===== src/hw/contra_mem_pkg.sv =====
/*
  ROM layout in SDRAM, addresses in 16-bit words
  Regions sit back to back: main, sound, gfx1, gfx2
  Each region size follows its slot address width
  Anything at or past rom_end is not part of the image
*/
package contra_mem_pkg;

    localparam int sdram_aw = 22;  // SDRAM 16-bit word address

    // Main CPU ROM, byte addressed
    localparam int main_aw = 17;
    localparam int main_dw = 8;

    // Sound CPU ROM, byte addressed
    localparam int snd_aw = 15;
    localparam int snd_dw = 8;

    // Each graphics ROM, addressed in 16-bit halves
    localparam int gfx_aw = 18;
    localparam int gfx_dw = 16;

    // Region starts, byte sizes halved into word counts
    localparam logic [sdram_aw-1:0] snd_offset  = 22'h2_0000 >> 1;
    localparam logic [sdram_aw-1:0] gfx1_offset = snd_offset + (22'h0_8000 >> 1);
    localparam logic [sdram_aw-1:0] gfx2_offset = gfx1_offset + (22'h8_0000 >> 1);

    // First word past gfx2
    localparam logic [sdram_aw-1:0] rom_end = gfx2_offset + (22'h8_0000 >> 1);

endpackage


===== src/hw/contra_sdram_pkg.sv =====
/*
  One 32-bit SDRAM read, two consecutive 16-bit words
  Half 0 and bytes 0..1 come from the even word address
  Byte 0 holds the even download byte
*/
package contra_sdram_pkg;

    localparam int sdram_dw = 32;  // Read data width
    localparam int half_w   = 16;
    localparam int byte_w   = 8;

    // Same read word, seen by 16-bit or 8-bit clients
    typedef union packed {
        logic [sdram_dw/half_w-1:0][half_w-1:0] half;
        logic [sdram_dw/byte_w-1:0][byte_w-1:0] bytes;
    } sdram_word_t;

endpackage


===== src/hw/contra_cen.sv =====
/*
  Pixel clock enables from clk
  pxl2_cen is 1 in 4 cycles, pxl_cen 1 in 8, both registered
  First pxl2_cen comes 4 cycles after reset release
*/
`timescale 1ns/1ns

module contra_cen (
    input  logic clk,
    input  logic rst_n,
    output logic pxl2_cen,
    output logic pxl_cen
);

    logic [2:0] cnt;

    always_ff @(posedge clk or negedge rst_n) begin
        if (!rst_n) begin
            cnt      <= 3'd0;
            pxl2_cen <= 1'b0;
            pxl_cen  <= 1'b0;
        end else begin
            cnt      <= cnt + 3'd1;
            pxl2_cen <= cnt[1:0] == 2'd3;  // Every 4th
            pxl_cen  <= cnt == 3'd7;       // Every other pxl2_cen
        end
    end

endmodule


===== src/hw/contra_prom_we.sv =====
/*
  Download bytes into SDRAM write requests
  One request is held until sdram_ack; the source waits for prog_we low
  Bytes at or beyond rom_end are dropped
  prog_mask is active low, even bytes go to the low lane
*/
`timescale 1ns/1ns

module contra_prom_we (
    input  logic                                clk,
    input  logic                                rst_n,
    input  logic                                downloading,
    input  logic [24:0]                         ioctl_addr,
    input  logic [7:0]                          ioctl_data,
    input  logic                                ioctl_wr,
    input  logic                                sdram_ack,
    output logic [contra_mem_pkg::sdram_aw-1:0] prog_addr,
    output logic [7:0]                          prog_data,
    output logic [1:0]                          prog_mask,
    output logic                                prog_we
);

    import contra_mem_pkg::*;

    logic in_rom;
    logic take;

    // Word address compared against the end of the image
    assign in_rom = ioctl_addr[24:1] < 24'(rom_end);
    assign take   = downloading && ioctl_wr && in_rom;

    always_ff @(posedge clk or negedge rst_n) begin
        if (!rst_n) begin
            prog_we <= 1'b0;
        end else if (take) begin
            prog_we <= 1'b1;
        end else if (prog_we && sdram_ack) begin
            prog_we <= 1'b0;  // SDRAM took it
        end
    end

    // Payload captured with the request
    always_ff @(posedge clk) begin
        if (take) begin
            prog_addr <= ioctl_addr[sdram_aw:1];
            prog_data <= ioctl_data;
            prog_mask <= ioctl_addr[0] ? 2'b01 : 2'b10;  // Odd byte, high lane
        end
    end

endmodule


===== src/hw/contra_rom_slot.sv =====
/*
  Cached ROM slot, keeps the last 32-bit word fetched
  Client holds cs and addr until ok; dw is 8 or 16 only
  ok comes 1 cycle after addr on a hit, 1 cycle after rd_done on a miss
  flush drops the cached word
*/
`timescale 1ns/1ns

module contra_rom_slot #(
    parameter int                                aw     = 17,
    parameter int                                dw     = 8,
    parameter logic [contra_mem_pkg::sdram_aw-1:0] offset = '0
) (
    input  logic                                clk,
    input  logic                                rst_n,
    input  logic                                flush,
    input  logic                                cs,
    input  logic [aw-1:0]                       addr,
    output logic [dw-1:0]                       data,
    output logic                                ok,
    output logic                                req,
    output logic [contra_mem_pkg::sdram_aw-1:0] req_addr,
    input  contra_sdram_pkg::sdram_word_t       rd_data,
    input  logic                                rd_done
);

    import contra_mem_pkg::*;
    import contra_sdram_pkg::*;

    localparam int sel_w = (dw == 8) ? 2 : 1;  // Address bits inside one word

    sdram_word_t         cache_q;
    sdram_word_t         fetch;
    logic [aw-sel_w-1:0] tag_q;
    logic                valid_q;
    logic                hit;
    logic [dw-1:0]       pick;

    assign hit      = valid_q && tag_q == addr[aw-1:sel_w];
    assign req      = cs && !hit;
    assign req_addr = offset + sdram_aw'({addr[aw-1:sel_w], 1'b0});  // Even word

    // New word bypasses the cache on its arrival cycle
    assign fetch = rd_done ? rd_data : cache_q;

    generate
        if (dw == 8) begin : g_byte
            assign pick = fetch.bytes[addr[1:0]];
        end else begin : g_half
            assign pick = fetch.half[addr[0]];
        end
    endgenerate

    always_ff @(posedge clk or negedge rst_n) begin
        if (!rst_n) begin
            valid_q <= 1'b0;
            ok      <= 1'b0;
        end else if (flush) begin
            valid_q <= 1'b0;
            ok      <= 1'b0;
        end else begin
            if (rd_done)
                valid_q <= 1'b1;
            ok <= cs && (rd_done || hit);
        end
    end

    always_ff @(posedge clk) begin
        if (rd_done) begin
            cache_q <= rd_data;
            tag_q   <= addr[aw-1:sel_w];  // Client keeps addr stable until ok
        end
        data <= pick;
    end

endmodule


===== src/hw/contra_rom_arb.sv =====
/*
  Four ROM slots sharing one SDRAM read port
  Fixed priority: main, sound, gfx1, gfx2; one read in flight
  No new read starts while downloading, caches flushed meanwhile
  refresh_en is registered, high in vblank with no read pending
*/
`timescale 1ns/1ns

module contra_rom_arb (
    input  logic                                clk,
    input  logic                                rst_n,
    input  logic                                lvbl,
    input  logic                                downloading,
    input  logic                                sdram_ack,
    input  logic                                data_rdy,
    input  contra_sdram_pkg::sdram_word_t       data_read,
    input  logic                                main_cs,
    input  logic [contra_mem_pkg::main_aw-1:0]  main_addr,
    output logic [contra_mem_pkg::main_dw-1:0]  main_data,
    output logic                                main_ok,
    input  logic                                snd_cs,
    input  logic [contra_mem_pkg::snd_aw-1:0]   snd_addr,
    output logic [contra_mem_pkg::snd_dw-1:0]   snd_data,
    output logic                                snd_ok,
    input  logic                                gfx1_cs,
    input  logic [contra_mem_pkg::gfx_aw-1:0]   gfx1_addr,
    output logic [contra_mem_pkg::gfx_dw-1:0]   gfx1_data,
    output logic                                gfx1_ok,
    input  logic                                gfx2_cs,
    input  logic [contra_mem_pkg::gfx_aw-1:0]   gfx2_addr,
    output logic [contra_mem_pkg::gfx_dw-1:0]   gfx2_data,
    output logic                                gfx2_ok,
    output logic                                sdram_req,
    output logic [contra_mem_pkg::sdram_aw-1:0] sdram_addr,
    output logic                                refresh_en
);

    import contra_mem_pkg::*;

    typedef enum logic [1:0] {
        st_idle,
        st_ack,   // sdram_req held
        st_data   // Waiting for data_rdy
    } arb_state_t;

    arb_state_t          state_q;
    arb_state_t          state_nxt;
    logic [3:0]          req;        // 0 main, 1 sound, 2 gfx1, 3 gfx2
    logic [sdram_aw-1:0] req_addr [4];
    logic [3:0]          rd_done;
    logic [1:0]          win;
    logic [1:0]          sel_q;      // Slot being served
    logic                any_req;

    contra_rom_slot #(.aw(main_aw), .dw(main_dw), .offset('0)) u_main (
        .clk(clk), .rst_n(rst_n), .flush(downloading),
        .cs(main_cs), .addr(main_addr), .data(main_data), .ok(main_ok),
        .req(req[0]), .req_addr(req_addr[0]),
        .rd_data(data_read), .rd_done(rd_done[0])
    );

    contra_rom_slot #(.aw(snd_aw), .dw(snd_dw), .offset(snd_offset)) u_snd (
        .clk(clk), .rst_n(rst_n), .flush(downloading),
        .cs(snd_cs), .addr(snd_addr), .data(snd_data), .ok(snd_ok),
        .req(req[1]), .req_addr(req_addr[1]),
        .rd_data(data_read), .rd_done(rd_done[1])
    );

    contra_rom_slot #(.aw(gfx_aw), .dw(gfx_dw), .offset(gfx1_offset)) u_gfx1 (
        .clk(clk), .rst_n(rst_n), .flush(downloading),
        .cs(gfx1_cs), .addr(gfx1_addr), .data(gfx1_data), .ok(gfx1_ok),
        .req(req[2]), .req_addr(req_addr[2]),
        .rd_data(data_read), .rd_done(rd_done[2])
    );

    contra_rom_slot #(.aw(gfx_aw), .dw(gfx_dw), .offset(gfx2_offset)) u_gfx2 (
        .clk(clk), .rst_n(rst_n), .flush(downloading),
        .cs(gfx2_cs), .addr(gfx2_addr), .data(gfx2_data), .ok(gfx2_ok),
        .req(req[3]), .req_addr(req_addr[3]),
        .rd_data(data_read), .rd_done(rd_done[3])
    );

    // Lowest index wins
    always_comb begin
        win     = 2'd0;
        any_req = 1'b0;
        for (int i = 3; i >= 0; i--) begin
            if (req[i]) begin
                win     = 2'(i);
                any_req = 1'b1;
            end
        end
    end

    always_comb begin
        state_nxt = state_q;
        case (state_q)
            st_idle: if (!downloading && any_req) state_nxt = st_ack;
            st_ack:  if (sdram_ack) state_nxt = st_data;
            st_data: if (data_rdy) state_nxt = st_idle;
            default: state_nxt = st_idle;
        endcase
    end

    // Only the granted slot sees data_rdy
    always_comb begin
        for (int i = 0; i < 4; i++)
            rd_done[i] = data_rdy && state_q == st_data && sel_q == 2'(i);
    end

    always_ff @(posedge clk or negedge rst_n) begin
        if (!rst_n) begin
            state_q    <= st_idle;
            sel_q      <= 2'd0;
            sdram_req  <= 1'b0;
            refresh_en <= 1'b0;
        end else begin
            state_q    <= state_nxt;
            sdram_req  <= state_nxt == st_ack;  // Held until ack
            refresh_en <= !lvbl && state_nxt == st_idle;
            if (state_q == st_idle && state_nxt == st_ack)
                sel_q <= win;
        end
    end

    always_ff @(posedge clk) begin
        if (state_q == st_idle && state_nxt == st_ack)
            sdram_addr <= req_addr[win];
    end

endmodule


===== src/hw/contra_game.sv =====
/*
  Memory side of the game core on a single clock
  Slot clients are top-level ports; sdram_ack is shared by
  download writes and ROM reads, which never overlap
*/
`timescale 1ns/1ns

module contra_game (
    input  logic                                clk,
    input  logic                                rst_n,
    input  logic                                lvbl,
    input  logic                                downloading,
    // Download
    input  logic [24:0]                         ioctl_addr,
    input  logic [7:0]                          ioctl_data,
    input  logic                                ioctl_wr,
    // SDRAM
    input  logic                                sdram_ack,
    input  logic                                data_rdy,
    input  contra_sdram_pkg::sdram_word_t       data_read,
    // ROM clients
    input  logic                                main_cs,
    input  logic [contra_mem_pkg::main_aw-1:0]  main_addr,
    output logic [contra_mem_pkg::main_dw-1:0]  main_data,
    output logic                                main_ok,
    input  logic                                snd_cs,
    input  logic [contra_mem_pkg::snd_aw-1:0]   snd_addr,
    output logic [contra_mem_pkg::snd_dw-1:0]   snd_data,
    output logic                                snd_ok,
    input  logic                                gfx1_cs,
    input  logic [contra_mem_pkg::gfx_aw-1:0]   gfx1_addr,
    output logic [contra_mem_pkg::gfx_dw-1:0]   gfx1_data,
    output logic                                gfx1_ok,
    input  logic                                gfx2_cs,
    input  logic [contra_mem_pkg::gfx_aw-1:0]   gfx2_addr,
    output logic [contra_mem_pkg::gfx_dw-1:0]   gfx2_data,
    output logic                                gfx2_ok,
    // Outputs
    output logic                                pxl2_cen,  // 12 MHz
    output logic                                pxl_cen,   // 6 MHz
    output logic [contra_mem_pkg::sdram_aw-1:0] prog_addr,
    output logic [7:0]                          prog_data,
    output logic [1:0]                          prog_mask, // Active low
    output logic                                prog_we,
    output logic                                sdram_req,
    output logic [contra_mem_pkg::sdram_aw-1:0] sdram_addr,
    output logic                                refresh_en
);

    contra_cen u_cen (
        .clk        ( clk         ),
        .rst_n      ( rst_n       ),
        .pxl2_cen   ( pxl2_cen    ),
        .pxl_cen    ( pxl_cen     )
    );

    contra_prom_we u_prom (
        .clk        ( clk         ),
        .rst_n      ( rst_n       ),
        .downloading( downloading ),
        .ioctl_addr ( ioctl_addr  ),
        .ioctl_data ( ioctl_data  ),
        .ioctl_wr   ( ioctl_wr    ),
        .sdram_ack  ( sdram_ack   ),
        .prog_addr  ( prog_addr   ),
        .prog_data  ( prog_data   ),
        .prog_mask  ( prog_mask   ),
        .prog_we    ( prog_we     )
    );

    contra_rom_arb u_rom (
        .clk        ( clk         ),
        .rst_n      ( rst_n       ),
        .lvbl       ( lvbl        ),
        .downloading( downloading ),
        .sdram_ack  ( sdram_ack   ),
        .data_rdy   ( data_rdy    ),
        .data_read  ( data_read   ),
        .main_cs    ( main_cs     ),
        .main_addr  ( main_addr   ),
        .main_data  ( main_data   ),
        .main_ok    ( main_ok     ),
        .snd_cs     ( snd_cs      ),
        .snd_addr   ( snd_addr    ),
        .snd_data   ( snd_data    ),
        .snd_ok     ( snd_ok      ),
        .gfx1_cs    ( gfx1_cs     ),
        .gfx1_addr  ( gfx1_addr   ),
        .gfx1_data  ( gfx1_data   ),
        .gfx1_ok    ( gfx1_ok     ),
        .gfx2_cs    ( gfx2_cs     ),
        .gfx2_addr  ( gfx2_addr   ),
        .gfx2_data  ( gfx2_data   ),
        .gfx2_ok    ( gfx2_ok     ),
        .sdram_req  ( sdram_req   ),
        .sdram_addr ( sdram_addr  ),
        .refresh_en ( refresh_en  )
    );

endmodule


===== config.mk =====
export PLATFORM = sky130hd
export DESIGN_NAME = contra_game
export DESIGN_NICKNAME = d
export VERILOG_FILES = /design/src/hw/contra_mem_pkg.sv /design/src/hw/contra_sdram_pkg.sv /design/src/hw/contra_cen.sv /design/src/hw/contra_prom_we.sv /design/src/hw/contra_rom_slot.sv /design/src/hw/contra_rom_arb.sv /design/src/hw/contra_game.sv
export SDC_FILE = /design/constraint.sdc
export NUM_CORES = 1
export LEC_CHECK = 0
export ABC_AREA = 0
export BUFFER_PORTS_ARGS = -buffer_cell sky130_fd_sc_hd__buf_2
export CELL_PAD_IN_SITES_DETAIL_PLACEMENT = 1
export CELL_PAD_IN_SITES_GLOBAL_PLACEMENT = 1
export CORE_MARGIN = 3
export CORE_UTILIZATION = 25
export CTS_CLUSTER_DIAMETER = 120
export DETAILED_ROUTE_END_ITERATION = 8
export PLACE_DENSITY = 0.49
export SYNTH_ARGS = -nofsm -noshare
export SYNTH_HDL_FRONTEND = slang
export SYNTH_HIERARCHICAL = 1
export SYNTH_SLANG_ARGS = --single-unit

===== constraint.sdc =====
create_clock -name clk -period 3.9 [get_ports clk]
set_clock_uncertainty 0.1 [all_clocks]
set_input_delay 0.39 -clock clk [delete_from_list [all_inputs] [get_ports clk]]
set_output_delay 0.39 -clock clk [all_outputs]
set_load 0.01 [all_outputs]

Yosys cells after proc, flatten, opt, wreduce, memory -nomap -nowiden
Index checks and enable logic that the tools add are counted.
Word-level totals
  memory bits (writable): 0
  ROM bits: 0
  output and inout port bits: 111
  bits in registers: 312
  latch bits: 0
  input port bits: 144
  logic and storage cells: 138
  memories: 0
Operators by class
  add/sub/neg operators: 4
  bitwise logic cells: 1
  shift-type cells: 0
  muxes and demuxes: 42
  reductions and logical operators: 41
  order comparisons: 6
  multiply operators: 0
  equal/unequal tests: 12
  div/mod/pow operators: 0
Operators by type and width (number)
  $mux W32: 4
  $mux W16: 4
  $bmux W22 S2: 1
  $mux W22: 2
  $eq A17 B17 Y1: 2
  $bmux W8 S2: 2
  $lt A24 B20 Y1 const B: 1
  $logic_and A1 B1 Y1: 23
  $add A19 B18 Y20 const A: 1
  $add A17 B18 Y19 const A: 1
  $add A17 B14 Y18 const A: 1
  $mux W1: 18
  $mux W2: 8
  $mux W8: 2
  $eq A15 B15 Y1: 1
  $eq A13 B13 Y1: 1
  $reduce_bool A2 Y1: 5
  $eq A2 B2 Y1 const B: 4
  $eq A2 B1 Y1 const B: 3
  $logic_not A1 Y1: 6
  $logic_not A2 Y1: 3
  $lt A2 B3 Y1 const B: 2
  $pmux W2 S3: 1
  $logic_or A1 B1 Y1: 4
  other kinds (5): 6

Logic depth before layout (Yosys ltp)
  depth after elaboration: 13
  depth in mapped cells: 9
  depth with buffers taken out: 7

By module
Netlist, hierarchy kept.
By module, submodules not included
  contra_rom_slot at u_rom.u_gfx1: times used 1, seq. area each 1521.5 µm², cells an instance 174, area an instance 2685.1 µm²
  contra_rom_slot at u_rom.u_gfx2: times used 1, seq. area each 1521.5 µm², cells an instance 174, area an instance 2681.3 µm²
  contra_rom_slot at u_rom.u_main: times used 1, seq. area each 1301.2 µm², cells an instance 151, area an instance 2359.8 µm²
  contra_rom_slot at u_rom.u_snd: times used 1, seq. area each 1241.2 µm², cells an instance 148, area an instance 2283.4 µm²
  contra_rom_arb: times used 1, seq. area each 810.8 µm², cells an instance 164, area an instance 1844.3 µm²
  contra_prom_we: times used 1, seq. area each 985.9 µm², cells an instance 42, area an instance 1043.5 µm²
  contra_cen: times used 1, seq. area each 125.1 µm², cells an instance 8, area an instance 153.9 µm²

Worst setup path before layout
No wires, ideal clock.
  path type: register -> register
  start point: register u_rom.state_q[0]
  end point: register u_rom.u_main.data[0]
  setup time: 0.134 ns
  setup slack: 0.514 ns
  cell stages (with the launch flop): 7
  arrival: 3.151 ns
  path buffers: 2
  period minus slack after synthesis: 3.386 ns
  required time: 3.666 ns
  path through: dfrtp_1 and3b_1 nor3b_1 buf_6 buf_6 mux2_4 mux4_2
RTL lines
  start: declaration: RTL line contra_rom_arb.sv:46  | arb_state_t state_q;
  start signal: assignment: RTL line contra_rom_arb.sv:113  | state_q <= st_idle;
  start signal: assignment: RTL line contra_rom_arb.sv:118  | state_q <= state_nxt;
  end signal: assignment: RTL line contra_rom_slot.sv:73  | data <= pick;
  end: declaration: RTL line contra_rom_slot.sv:19  | output logic [dw-1:0] data,

Final worst setup path
  start point: input port gfx1_addr[10] (netlist bit)
  end point: register u_rom/sdram_addr[2] (netlist bit), enable pin
Between the ends
  word-level cells in the longest chain between the ends: 12
RTL lines
  start: declaration: RTL line contra_game.sv:31  | input logic [contra_mem_pkg::gfx_aw-1:0] gfx1_addr,
  $eq A17 B17 Y1: RTL line contra_rom_slot.sv:39  | assign hit = valid_q && tag_q == addr[aw-1:sel_w];
  $logic_and A1 B1 Y1: RTL line contra_rom_slot.sv:39
  $logic_not A1 Y1: RTL line contra_rom_slot.sv:40  | assign req = cs && !hit;
  $logic_and A1 B1 Y1: RTL line contra_rom_slot.sv:40
  via u_rom.req[2]: RTL line contra_rom_arb.sv:48  | logic [3:0] req;
  $mux W1 (3 in series): RTL line contra_rom_arb.sv:88  | if (req[i]) begin
  $logic_and A1 B1 Y1: RTL line contra_rom_arb.sv:98  | st_idle: if (!downloading && any_req) state_nxt = st_ack;
  $mux W2: RTL line contra_rom_arb.sv:98
  $pmux W2 S3: RTL line contra_rom_arb.sv:97  | case (state_q)
  $eq A2 B1 Y1: RTL line contra_rom_arb.sv:127  | if (state_q == st_idle && state_nxt == st_ack)
  $logic_and A1 B1 Y1: RTL line contra_rom_arb.sv:127
  end signal: assignment: RTL line contra_rom_arb.sv:128  | sdram_addr <= req_addr[win];
  end: declaration: RTL line contra_rom_arb.sv:34  | output logic [contra_mem_pkg::sdram_aw-1:0] sdram_addr,
The timed path passes the listed nets, and every way through them passes these cells.
A chain may end at the register's enable or synchronous reset.

==> flow_summary_export.csv <==
group,metric,value,unit
yosys,ys_types,45,
route,vias,7741,
place,dp_slack,0.7517,ns
route,postRouteAntennaNets,0,
floorplan,core_region_area,51510,um^2
power_and_ir_drop,ir_worst_vdd,0.0003896,V
setup_path,critical_path.slowest_cell,"o21a_1",
sta,setup_viol,0,
clock_network,clock_tree.root_cell,"clkbuf_16",
yosys,synth-edff-count,116,
clock_network,cts_buffer_depth,3,
global_routing,antenna_found_initial,2,
clock_network,path_clk_slew,0.05,ns
place,dpl.hpwl,24730,um
yosys,yosysWarnings,6,
setup_path,rr_startpoint,"u_rom/u_gfx1/tag_q[9]",
global_routing,grt_pass1_wl,52450,um
power_and_ir_drop,powerDensity,619.4,nW/um^2
setup_path,crit_family,"buffers and inverters",
route,vias_per_cell,4.124,
sta,relSlewSlack,0.3093,
yosys,synthCells,861,
setup_path,crit_end,"u_rom/sdram_addr[2]",
setup_path,rr_worst_depth,7,
power_and_ir_drop,power.leakage,6.811,nW
setup_path,arrival,3.29,ns
place,gp_congestion,0.7663,
setup_path,cpMostUsedCell,"nor4_4",
clock_network,clock_latency,0.55,ns
setup_path,cp_num_buf_inv,3,
global_routing,track_usage,0.1272,
floorplan,die_h,234.5,um
yosys,ys_seq_area_frac,0.5752,
setup_path,regToRegSetupSlack,0.96,ns
global_routing,grt_max_degree,36,
sta,min_period,3.174,ns
route,drcViolationCount,0,
setup_path,crit_start,"gfx1_addr[10]",
final_layout,fillers,5559,
final_layout,multi_input_area,4668,um^2
sta,fmax,315.1,MHz
global_routing,grt_pass1_vias,8335,
sta,worst_pin_slew,1.036,ns
yosys,synth.top_cell.area_share,0.2700,
yosys,avgSynthCellArea,15.16,um^2
hold_path,hold_class,"input pin to flop",
setup_path,max_stage_delay,0.83,ns
sta,finalCritPeriodShare,0.8137,
route,wl_per_cell,18.86,um
setup_path,cp_num_cells,9,
final_layout,layout.area.seq,7507,um^2
setup_path,r2r-end,"u_rom/sdram_addr[2]",
sta,whs,0.03902,ns
setup_path,path_class,"input pin to flop",
clock_network,hold_buffers,99,
final_layout,syn2layout_area_growth,27.74,%
route,wl,35400,um
route,dr.pass1.iters,4,
sta,tns,0,ns
place,port_buffers,254,
floorplan,die_area,54980,um^2
floorplan,rows,83,
clock_network,cts_resized,0,
sta,rsz0062_at_grt,"no",
final_layout,layout-drive-gt1-share,0.4427,
route,drt_iter0_markers,319,
floorplan,initial_utilization,0.2534,
yosys,async_flop_share,0.06410,
clock_network,htreeDepth,2,
sta,slew_violations,0,
yosys,netlist_area,13050,um^2
setup_path,path_cells,"dlygate4sd3_1, buf_2, xor2_1, nor4_1, nand3_1, o21a_1, nor4_4, nor4_4, buf_4",
yosys,synth.largest_area_cell,"dfxtp_1",
clock_network,cts_buffers,37,
sta,hold_viol,0,
yosys,synth-main-ff-cell,"dfxtp_1",
clock_network,cts_setup_buffers,0,
run_status,outcome,"finished, final reports clean",
final_layout,final_nets,1316,
clock_network,numClockSinks,312,
yosys,synth.area.top_cells,"dfxtp_1, edfxtp_1, mux2_4",
setup_path,crit_required,4.02,ns
setup_path,path_max_fanout,27,
setup_path,start_kind,"input pin",
floorplan,ioPinCount,255,
yosys,ys_seq_elements,312,
sta,layout_setup_ws,0.7265,ns
global_routing,overflow,0,
setup_path,cp-end-kind,"flop",
clock_network,cts_tree,"done",
floorplan,die_w,234.5,um
flow_run,cap_violations,0,
==> per-stage QoR <==
stage,total power [W],util,instances,cell area (um^2)
2_1_floorplan,0.006186,-,879,13120
3_3_place_gp,0.006866,0.2809,1710,14470
3_5_place_dp,0.006898,0.2809,1710,14470
4_1_cts,0.01053,0.3236,1875,16670
5_1_grt,0.01092,0.3236,1876,16670
6_report,0.01033,0.3237,1877,16670
==> layout make-up <==
class,instances,area share
flip-flops and latches,312,0.4503
multi-input cells,439,0.2800
repair buffers,367,0.1435
clock buffers,51,0.06176
well taps,680,0.05103
clock inverters,15,0.01066
inverters,11,0.002477
diodes,2,0.0003002
==> layer usage <==
layer / up-vias / track usage / wire length (um)
li1: 3634 / - / -
met1: 3893 / 0.1736 / 16580
met2: 172 / 0.1996 / 16230
met3: 42 / 0.03219 / 1874
met4: 0 / 0.03650 / 721
met5: - / 0 / 0
==> cell families after synthesis <==
kind of cell               synth area share
adders and majority gates          0.003835
other                              0.001438
and+or+nand+nor                     0.05244
xor gates and xnor gates            0.04429
DFF                                  0.5752
buffers and inverters               0.07478
muxes                                0.2038
AOI/OAI and AO/OA                   0.04420
==> worst register-to-register path: stages (launching register included) <==
cell	delay (ns)
edfxtp_1	0.38
xor2_1	0.25
nor4_1	0.08
nand3_1	0.15
o21a_1	0.83
nor4_4	0.15
nor4_4	0.28
buf_4	0.39
==> report_power, final <==
part | leakage [nW] | total, W | switching, W | internal [W]
Combinational | 3.45 | 0.00234 | 0.000960 | 0.00138
Sequential | 2.78 | 0.00456 | 0.000283 | 0.00428
Clock | 0.583 | 0.00343 | 0.00143 | 0.00201
==> cells in the final DEF, fill, tap and decap left out, types with 3 or more instances in the layout <==
cell / instances
inv_1: 11
dfxtp_1: 176
nand3_1: 5
o221a_2: 21
a21oi_1: 6
nor4b_1: 22
mux2_1: 5
ha_1: 4
clkbuf_8: 3
clkbuf_1: 10
xnor2_1: 34
nor4_2: 3
conb_1: 23
clkinv_1: 3
nor2_1: 13
nand4_1: 7
o21ai_0: 6
clkinv_2: 5
mux2_2: 29
dlygate4sd3_1: 99
buf_2: 254
mux4_2: 16
edfxtp_1: 116
nor2_4: 3
o21a_1: 3
o21bai_1: 22
nand2_1: 6
xor2_1: 32
mux2_4: 127
buf_4: 12
nor2b_1: 24
dfrtp_1: 20
nor4_1: 8
clkbuf_16: 38
==> synthesized netlist by cell type, types with 3 or more instances <==
master	count
nand3_1	5
inv_1	11
o21ai_0	6
xnor2_1	34
mux2_2	29
nor2b_1	25
buf_12	6
nand2_1	6
dfrtp_1	20
buf_4	79
o21a_1	3
mux4_2	16
nor4_2	3
mux2_4	127
conb_1	5
clkbuf_1	4
nor4_1	8
nor2_1	17
xor2_1	32
dfxtp_1	176
nand4_1	7
a21oi_1	6
nor4b_1	22
o21bai_1	22
o221a_2	21
ha_1	4
mux2_1	5
buf_2	11
clkbuf_2	4
edfxtp_1	116
buf_6	11
==> flip-flops by register name, indices dropped and copies added, names as in the netlist, 2 cells and up <==
name / cells
u_rom/u_snd/cache_q: 32
u_rom/u_gfx2/data: 16
u_rom/u_main/data: 8
u_rom/u_snd/tag_q: 13
u_rom/u_gfx2/tag_q: 17
u_prom/prog_addr: 22
u_cen/cnt: 3
u_rom/u_gfx1/tag_q: 17
u_rom/u_main/cache_q: 32
u_rom/u_gfx1/data: 16
u_rom/u_gfx1/cache_q: 32
u_rom/u_main/tag_q: 15
u_rom/u_gfx2/cache_q: 32
u_rom/u_snd/data: 8
u_prom/prog_mask: 2
u_rom/state_q: 2
u_rom/sdram_addr: 22
u_prom/prog_data: 8
u_rom/sel_q: 2
==> worst min-delay path by stage <==
stage / slack, ns / to / from / cells after the start
2_1_floorplan: -0.006 / u_cen/cnt[0] / rst_n / 0
3_3_place_gp: 0.30 / u_rom/u_main/ok / rst_n / 1
3_5_place_dp: 0.31 / u_rom/u_main/ok / rst_n / 1
4_1_cts: 0.003 / u_rom/u_gfx1/cache_q[20] / data_read[20] / 2
5_1_grt: 0.003 / u_rom/u_snd/ok / snd_cs / 2
6_report: 0.04 / u_rom/u_gfx2/tag_q[13] / gfx2_addr[14] / 1
(Power assumes the default switching activity.)
